**src/verilog/noc_pkg.sv**
```systemverilog
`default_nettype none

package noc_pkg;

	//////////////////////////////
	// flit field widths
	localparam int PAYLOAD_W = 32;
	localparam int OP_W      = 4;
	localparam int ALG_W     = 2;
	localparam int TAG_W     = 8;
	localparam int CTX_W     = 8;
	localparam int RANK_W    = 9;
	localparam int COORD_W   = 3;

	// machine size, ranks 0 to 15
	localparam int LG_NUM_PROCS = 4;
	localparam int NUM_PROCS    = 1 << LG_NUM_PROCS;

	//////////////////////////////
	// mesh address, z on top
	typedef struct packed {
		logic [COORD_W-1:0] z;
		logic [COORD_W-1:0] y;
		logic [COORD_W-1:0] x;
	} addr_t;

	// flit, valid is the msb
	typedef struct packed {
		logic                 valid;
		addr_t                dst;
		addr_t                src;
		logic [RANK_W-1:0]    rank;
		logic [CTX_W-1:0]     ctx;
		logic [TAG_W-1:0]     tag;
		logic [ALG_W-1:0]     alg;
		logic [OP_W-1:0]      op;
		logic [PAYLOAD_W-1:0] payload;
	} flit_t;

	// logical rank inside the machine
	typedef logic [LG_NUM_PROCS-1:0] lrank_t;

	//////////////////////////////
	// fixed rank to mesh placement
	function automatic addr_t rank_addr(lrank_t r);
		addr_t a;
		a = '0;
		// upper half of the ranks sits on x 2..3, mirrored
		a.x[1:0] = {r[3], r[0] ^ r[3]};
		a.y[0] = r[1];
		a.z[0] = r[2];
		return a;
	endfunction

endpackage

`default_nettype wire
```
**src/verilog/collective_pkg.sv**
```systemverilog
`default_nettype none

package collective_pkg;

	//////////////////////////////
	// algorithm opcodes
	// routed here
	localparam logic [noc_pkg::OP_W-1:0] SHORT_BCAST     = 4'd7;
	localparam logic [noc_pkg::OP_W-1:0] LARGE_ALLGATHER = 4'd9;
	localparam logic [noc_pkg::OP_W-1:0] GATHER          = 4'd11;
	localparam logic [noc_pkg::OP_W-1:0] SHORT_REDUCE    = 4'd12;

	// halving and doubling families, recognised but not routed
	localparam logic [noc_pkg::OP_W-1:0] LARGE_BCAST     = 4'd5;
	localparam logic [noc_pkg::OP_W-1:0] MEDIUM_BCAST    = 4'd6;
	localparam logic [noc_pkg::OP_W-1:0] SCATTER         = 4'd8;
	localparam logic [noc_pkg::OP_W-1:0] SHORT_ALLGATHER = 4'd10;
	localparam logic [noc_pkg::OP_W-1:0] LARGE_REDUCE    = 4'd13;
	localparam logic [noc_pkg::OP_W-1:0] SHORT_ALLREDUCE = 4'd14;
	localparam logic [noc_pkg::OP_W-1:0] LARGE_ALLREDUCE = 4'd15;

	//////////////////////////////
	// communicator table
	localparam int COMM_DEPTH = 4;
	// holds 0 to LG_NUM_PROCS
	localparam int CNT_W = $clog2(noc_pkg::LG_NUM_PROCS + 1);

	typedef logic [CNT_W-1:0] count_t;
	typedef logic [$clog2(COMM_DEPTH)-1:0] comm_idx_t;
	typedef logic [$clog2(noc_pkg::LG_NUM_PROCS)-1:0] slot_idx_t;

	// one communicator as seen from this node
	typedef struct packed {
		logic                                         valid;
		noc_pkg::lrank_t                              root;
		noc_pkg::lrank_t                              local_rank;
		count_t                                       children;
		count_t                                       lg_size;
		noc_pkg::lrank_t [noc_pkg::LG_NUM_PROCS-1:0] slots;
	} comm_entry_t;

endpackage

`default_nettype wire

```
**src/verilog/route_if.sv**
```systemverilog
`default_nettype none

// route decision, one per input cycle
interface route_if;

	// flit addressed here with a valid entry
	logic                   is_local;
	// where this copy goes next
	noc_pkg::addr_t         next_dst;
	// children count for the reduce side
	collective_pkg::count_t children;
	// our rank inside the communicator
	noc_pkg::lrank_t        local_rank;
	// last or only broadcast copy
	logic                   bcast_last;

	// decision side
	modport sel (output is_local, next_dst, children, local_rank, bcast_last);

	// rewrite side
	modport rw (input is_local, next_dst, children, local_rank, bcast_last);

endinterface

`default_nettype wire

```
**src/verilog/collective_route_unit.sv**
```systemverilog
`default_nettype none

module collective_route_unit #(
	// mesh position of this node
	parameter noc_pkg::addr_t node_addr = '0
) (
	input  logic                        clk,
	input  logic                        rst,
	input  noc_pkg::flit_t              packet_in,
	output logic                        rd_en,
	output noc_pkg::flit_t              packet_out,
	output logic                        eject_enable,
	output collective_pkg::count_t      eject_children,
	input  logic                        new_comm_valid,
	input  logic [noc_pkg::CTX_W-1:0]   new_comm_context,
	input  collective_pkg::comm_entry_t new_comm_entry
);

	// entry for the flit's context
	collective_pkg::comm_entry_t entry;

	// decision from select to rewrite
	route_if rt0 ();

	//////////////////////////////
	// communicator table
	comm_table comm0 (
		.clk        (clk),
		.rst        (rst),
		.wr_valid   (new_comm_valid),
		.wr_context (new_comm_context),
		.wr_entry   (new_comm_entry),
		.rd_context (packet_in.ctx),
		.rd_entry   (entry)
	);

	//////////////////////////////
	// route decision
	route_select sel0 (
		.clk       (clk),
		.rst       (rst),
		.flit      (packet_in),
		.entry     (entry),
		.node_addr (node_addr),
		.rd_en     (rd_en),
		.rt        (rt0.sel)
	);

	//////////////////////////////
	// output register and rewrite
	flit_rewrite rw0 (
		.clk            (clk),
		.rst            (rst),
		.flit           (packet_in),
		.lg_size        (entry.lg_size),
		.node_addr      (node_addr),
		.rt             (rt0.rw),
		.packet_out     (packet_out),
		.eject_enable   (eject_enable),
		.eject_children (eject_children)
	);

endmodule

`default_nettype wire

```
**src/verilog/flit_rewrite.sv**
```systemverilog
`default_nettype none

module flit_rewrite (
	input  logic                   clk,
	input  logic                   rst,
	input  noc_pkg::flit_t         flit,
	input  collective_pkg::count_t lg_size,
	input  noc_pkg::addr_t         node_addr,
	route_if.rw                    rt,
	output noc_pkg::flit_t         packet_out,
	output logic                   eject_enable,
	output collective_pkg::count_t eject_children
);

	noc_pkg::flit_t next_flit;
	noc_pkg::flit_t out_flit;
	logic           forward;
	logic           keep;
	logic           out_valid;

	// leaves the node unless routed back to us
	assign forward = rt.next_dst != node_addr;

	// stays here, or the last copy of a broadcast with children
	assign keep = !forward || (rt.bcast_last && (rt.children != '0));

	//////////////////////////////
	// header rewrite
	always_comb begin
		next_flit = flit;
		next_flit.dst = rt.next_dst;
		// we become the sender of a forwarded local flit
		if (rt.is_local && forward) begin
			next_flit.src = node_addr;
			next_flit.rank = {{(noc_pkg::RANK_W - noc_pkg::LG_NUM_PROCS){1'b0}}, rt.local_rank};
		end
	end

	//////////////////////////////
	// output stage, one cycle
	always_ff @(posedge clk) begin
		out_flit <= next_flit;
	end

	always_ff @(posedge clk) begin
		if (rst) begin
			out_valid      <= 1'b0;
			eject_enable   <= 1'b0;
			eject_children <= '0;
		end else begin
			out_valid    <= flit.valid && forward;
			eject_enable <= flit.valid && keep;
			// communicator size goes along with an eject
			if (flit.valid && keep) begin
				eject_children <= lg_size;
			end else begin
				eject_children <= '0;
			end
		end
	end

	// valid bit from the control register
	always_comb begin
		packet_out = out_flit;
		packet_out.valid = out_valid;
	end

endmodule

`default_nettype wire

```
**src/verilog/route_select.sv**
```systemverilog
`default_nettype none

module route_select (
	input  logic                        clk,
	input  logic                        rst,
	input  noc_pkg::flit_t              flit,
	input  collective_pkg::comm_entry_t entry,
	input  noc_pkg::addr_t              node_addr,
	output logic                        rd_en,
	route_if.sel                        rt
);

	collective_pkg::count_t    copy_cnt;
	collective_pkg::slot_idx_t up_idx;
	collective_pkg::slot_idx_t bc_idx;
	noc_pkg::lrank_t           last_rank;
	logic                      is_local;
	logic                      bcast_on;
	logic                      bcast_last;

	// addressed here and the communicator is known
	assign is_local = flit.valid && (flit.dst == node_addr) && entry.valid;
	assign bcast_on = is_local && (flit.op == collective_pkg::SHORT_BCAST);

	//////////////////////////////
	// slot indexes
	// parent sits just below our child slots
	assign up_idx = collective_pkg::slot_idx_t'(entry.lg_size - entry.children - 1'b1);
	// child k of c
	assign bc_idx = collective_pkg::slot_idx_t'(entry.lg_size - entry.children + copy_cnt);
	// ring wraps at 2^lg_size - 1
	assign last_rank = noc_pkg::lrank_t'(
		(noc_pkg::NUM_PROCS >> (noc_pkg::LG_NUM_PROCS - entry.lg_size)) - 1);

	//////////////////////////////
	// broadcast copy counter
	assign bcast_last = bcast_on &&
		((entry.children <= 1) || (copy_cnt == entry.children - 1'b1));

	// hold the input until the last copy goes out
	assign rd_en = !bcast_on || bcast_last;

	always_ff @(posedge clk) begin
		if (rst) begin
			copy_cnt <= '0;
		end else if (bcast_on) begin
			if (bcast_last) begin
				copy_cnt <= '0;
			end else begin
				copy_cnt <= copy_cnt + 1'b1;
			end
		end
	end

	//////////////////////////////
	// next destination per algorithm
	always_comb begin
		// pass through unless routed below
		rt.next_dst = flit.dst;
		rt.children = '0;
		if (is_local) begin
			case (flit.op)
				collective_pkg::GATHER, collective_pkg::SHORT_REDUCE: begin
					// rank 0 is the uptree root and keeps it
					if (entry.local_rank == '0) begin
						rt.next_dst = node_addr;
					end else begin
						rt.next_dst = noc_pkg::rank_addr(entry.slots[up_idx]);
					end
					// reduce waits for its children, gather does not
					if (flit.op == collective_pkg::SHORT_REDUCE) begin
						rt.children = entry.children;
					end
				end
				collective_pkg::LARGE_ALLGATHER: begin
					// ring to the next rank and from the last rank back to root
					if (entry.local_rank == last_rank) begin
						rt.next_dst = noc_pkg::rank_addr(entry.root);
					end else begin
						rt.next_dst = noc_pkg::rank_addr(noc_pkg::lrank_t'(entry.local_rank + 1'b1));
					end
				end
				collective_pkg::SHORT_BCAST: begin
					rt.children = entry.children;
					// leaf keeps it
					if (entry.children == '0) begin
						rt.next_dst = node_addr;
					end else begin
						rt.next_dst = noc_pkg::rank_addr(entry.slots[bc_idx]);
					end
				end
				// halving, doubling and unknown ops keep dst
				default: begin
					rt.next_dst = flit.dst;
				end
			endcase
		end
	end

	assign rt.is_local   = is_local;
	assign rt.local_rank = entry.local_rank;
	assign rt.bcast_last = bcast_last;

endmodule

`default_nettype wire

```
**src/verilog/comm_table.sv**
```systemverilog
`default_nettype none

module comm_table (
	input  logic                        clk,
	input  logic                        rst,
	input  logic                        wr_valid,
	input  logic [noc_pkg::CTX_W-1:0]   wr_context,
	input  collective_pkg::comm_entry_t wr_entry,
	input  logic [noc_pkg::CTX_W-1:0]   rd_context,
	output collective_pkg::comm_entry_t rd_entry
);

	collective_pkg::comm_entry_t entries [collective_pkg::COMM_DEPTH];
	collective_pkg::comm_idx_t   wr_idx;
	collective_pkg::comm_idx_t   rd_idx;
	logic                        wr_hit;
	logic                        rd_hit;

	// contexts past the table depth never hit
	assign wr_hit = wr_context < collective_pkg::COMM_DEPTH;
	assign rd_hit = rd_context < collective_pkg::COMM_DEPTH;
	assign wr_idx = collective_pkg::comm_idx_t'(wr_context);
	assign rd_idx = collective_pkg::comm_idx_t'(rd_context);

	//////////////////////////////
	// write port
	always_ff @(posedge clk) begin
		if (rst) begin
			// empty table, every valid bit low
			for (int i = 0; i < collective_pkg::COMM_DEPTH; i++) begin
				entries[i] <= '0;
			end
		end else if (wr_valid && wr_hit) begin
			// stored as written, a cleared valid bit retires the context
			entries[wr_idx] <= wr_entry;
		end
	end

	//////////////////////////////
	// lookup by the flit's context
	// miss reads as an all zero entry
	assign rd_entry = rd_hit ? entries[rd_idx] : '0;

endmodule

`default_nettype wire

```
**config.mk**
```make
export PLATFORM = sky130hd
export DESIGN_NAME = collective_route_unit
export DESIGN_NICKNAME = d
export VERILOG_FILES = /design/src/verilog/noc_pkg.sv /design/src/verilog/collective_pkg.sv /design/src/verilog/route_if.sv /design/src/verilog/collective_route_unit.sv /design/src/verilog/flit_rewrite.sv /design/src/verilog/route_select.sv /design/src/verilog/comm_table.sv
export SDC_FILE = /design/constraint.sdc
export NUM_CORES = 1
export LEC_CHECK = 0
export ABC_AREA = 1
export BUFFER_PORTS_ARGS = -buffer_cell sky130_fd_sc_hd__buf_2
export CAP_MARGIN = 20
export CORE_MARGIN = 1
export CORE_UTILIZATION = 45
export DETAILED_ROUTE_END_ITERATION = 12
export GPL_TIMING_DRIVEN = 0
export PLACE_DENSITY = 0.71
export SYNTH_ARGS = -nofsm -noshare
export SYNTH_HDL_FRONTEND = slang
export SYNTH_SLANG_ARGS = --single-unit
export TNS_END_PERCENT = 20
```
**constraint.sdc**
```tcl
create_clock -name clk -period 14 [get_ports clk]
set_clock_uncertainty 0.1 [all_clocks]
set_input_delay 4.2 -clock clk [delete_from_list [all_inputs] [get_ports clk]]
set_output_delay 4.2 -clock clk [all_outputs]
set_load 0.01 [all_outputs]
```
==> metrics.cfg <==
[outcome]
outcome=finished, final reports clean

[setup_path]
cp.depth=15
crit_end=rd_en
cp-startpoint=packet_in[47]
crit_buf_inv=6
max_stage_delay_ns=0.49
cp_top_family=buffers and inverters
reg2reg_setup_slack_ns=10.06
worst_r2r_path_depth=22
startpoint_type=input pin
worstReg2RegEnd=rw0.packet_out[65]
end_kind=output port
cp.required_ns=9.70
path_cells=buf_2, buf_6, buf_4, clkbuf_1, o21ai_0, o22ai_1, nand2_1, ha_1, xor2_1, or2_2, nand4_1, nand2_1, nor2_1, inv_1, buf_2
rr_startpoint=comm0.entries[1][19]
cp_max_fo=10
slowest_stage=clkbuf_1
worstPathArrival_ns=7.03
critPathKind=input pin to output port

[clocking]
root_buffer=clkbuf_16
cts_made_buffers=24
post_cts_buffers=0
ctsHoldBuffers=0
clock_latency_ns=0.52
cts_tree=built
htreeDepth=1
cts_buffer_depth=3
clk_pin_slew_ns=0.05
cts_sinks=213
postCtsResizedCells=0

[placed_design]
dpl.hpwl_um=15800
gp_congestion=0.860
portBuffers=210
dp.cells=1468

[cells_and_area]
finalNonFillerCells=1512
area_growth_pct=23.7
final_nets=1359
num_antenna_cells=0
final_common_cell=buf_2
drive_above_1_share=0.279
layout_common_cells=buf_2 (216), nor2_1 (176), nand2_1 (172), edfxtp_1 (124)

[routing]
drt-vias-per-instance=5.00
drt_wl_total_um=23000
first_pass_iters=5
drt-initial-drc-count=587
routedWlPerCell_um=15.2
vias=7553
postRouteAntennaNets=0
post-route-drc-count=0

[synth]
synthCells=987
synth_ff_type=edfxtp_1
synth_top_area_cell=edfxtp_1
netlist_area_mm2=0.00935
syn_nets=1122
yosysSeqAreaShare=0.589
yosysWarnings=0
async_reset_ff_frac=0
avgSynthCellArea_um2=9.48
ys_ff_latch=213
synth_top_area_frac=0.398
synth_edf_count=124
ys_top_cells_by_area=edfxtp_1 (40%), dfxtp_1 (19%), nor2_1 (7.1%)
synth.distinct_cells=47

[grt]
track_usage=0.212
antenna_found_initial=0
grt_max_degree=32
grt_overflow_total=0
grt_pass1_wl_um=35900
grt_pass1_vias=7032

[run]
max_cap_violations=0

[die]
rows=52
die_w_um=146
die-area_mm2=0.0214
start_util=0.461
core-area_mm2=0.0203
die_h_um=146
io_pins=211

[sta]
fin_tns_setup_ns=0
min_period_over_period=0.809
setup_viol=0
holdWs_ns=0.448
period_needed_ns=11.33
fmax_mhz=88.3
rsz0062_at_grt=no
max_slew.worst_pin.slew_ns=0.916
hold_viol=0
relSlewSlack=0.387
drv_slew=0

[hold_path]
hold_depth=2
hold_class=flip-flop to flip-flop

[pwr]
ir_drop_uv=86.2
p_leak_uw=0.00525
power_uw=1430
power_density_mw_per_mm2=124

[metrics by stage]
stage	setup slack [ns]	util	area, um2
after floorplan	3.64	-	9350
after global placement	2.77	0.529	10700
after detailed placement	2.75	0.531	10800
after CTS	2.76	0.570	11600
after global routing	2.54	0.570	11600
final	2.67	0.570	11600
[kinds of logic (layout without fill, tap and decap cells)]
logic type               count (synthesis)  count (layout)  synth area share
AND/OR/NAND/NOR                        524             524             0.261
buffers and inverters                  151             406            0.0776
XOR/XNOR                                 9               9           0.00923
AO/OA/AOI/OAI                           79              79            0.0491
flip-flops                             213             213             0.589
adder cells (fa/ha/maj)                 11              11            0.0147
[per-layer routing]
layer / global-route usage / vias to the layer above / share of wire
met5: 0 / - / 0
met4: 0.0599 / 0 / 0.023
met3: 0.0403 / 49 / 0.10
met2: 0.355 / 387 / 0.46
met1: 0.278 / 3408 / 0.42
li1: - / 3709 / -
[worst reg2reg max path: stages, from the launching register on]
cell      delay [ns]
edfxtp_1        0.35
o21ai_0         0.18
o22ai_1         0.13
nand2_1         0.19
inv_1           0.10
ha_1            0.29
buf_2           0.20
inv_2           0.13
ha_1            0.45
clkinv_1        0.29
nand3_1         0.16
o21ai_0         0.14
nand3b_1        0.18
nand2_1         0.06
nand2_1         0.04
nand3_1         0.07
nand2_1         0.09
o21bai_4        0.19
nand3_4         0.14
nand2_4         0.12
inv_4           0.06
buf_12          0.15
nor2_4          0.07
[cell usage after synthesis (2+ instances only)]
cell type and n:
xnor2_1 3, nor3_1 35, inv_2 12, nor2_1 176
o22ai_1 12, buf_12 2, nand3b_1 3, nand3_1 67
dfxtp_1 89, buf_6 13, clkinv_1 2, edfxtp_1 124
o21ai_1 7, o21ai_0 41, clkbuf_1 22, nor2_2 4
xor2_1 5, nand2_4 2, a21oi_1 10, ha_1 11
nand3_4 2, nor4_1 5, buf_2 6, nand3_2 11
nor2_4 12, nand4_1 12, buf_4 3, inv_1 89
nand2_1 175, nand2_2 15
[power by group]
part           internal, uW  total, uW  switching [uW]
sequential              692        700            7.64
clock                   368        614             246
combinational          44.3        117            73.1
total                  1100       1430             327
[final cells by class]
| class | count | area [um2] |
|---|---|---|
| plain buffers | 46 | 322 |
| repair buffers | 211 | 1080 |
| fillers | 1833 | 8730 |
| multi-input cells | 623 | 3140 |
| flip-flops and latches | 213 | 5510 |
| well taps | 270 | 338 |
| inverters | 105 | 404 |
| clock inverters | 11 | 83.8 |
| clock buffers | 33 | 701 |
[worst min-delay path by stage]
stage | from | to | slack (ns)
final | sel0.copy_cnt[1] | sel0.copy_cnt[1] | 0.45
after CTS | sel0.copy_cnt[1] | sel0.copy_cnt[1] | 0.45
after detailed placement | sel0.copy_cnt[1] | sel0.copy_cnt[1] | 0.44
after global placement | sel0.copy_cnt[1] | sel0.copy_cnt[1] | 0.43
after global routing | sel0.copy_cnt[0] | sel0.copy_cnt[0] | 0.47
after floorplan | sel0.copy_cnt[1] | sel0.copy_cnt[1] | 0.39
[flip-flops by register name (all words and copies together), names as in the netlist]
name	cells
rw0.packet_out	81
sel0.copy_cnt	3
rw0.eject_enable	1
rw0.out_valid	1
rw0.eject_children	3
comm0.entries	124
No activity file was read; power rests on OpenSTA's default activity.
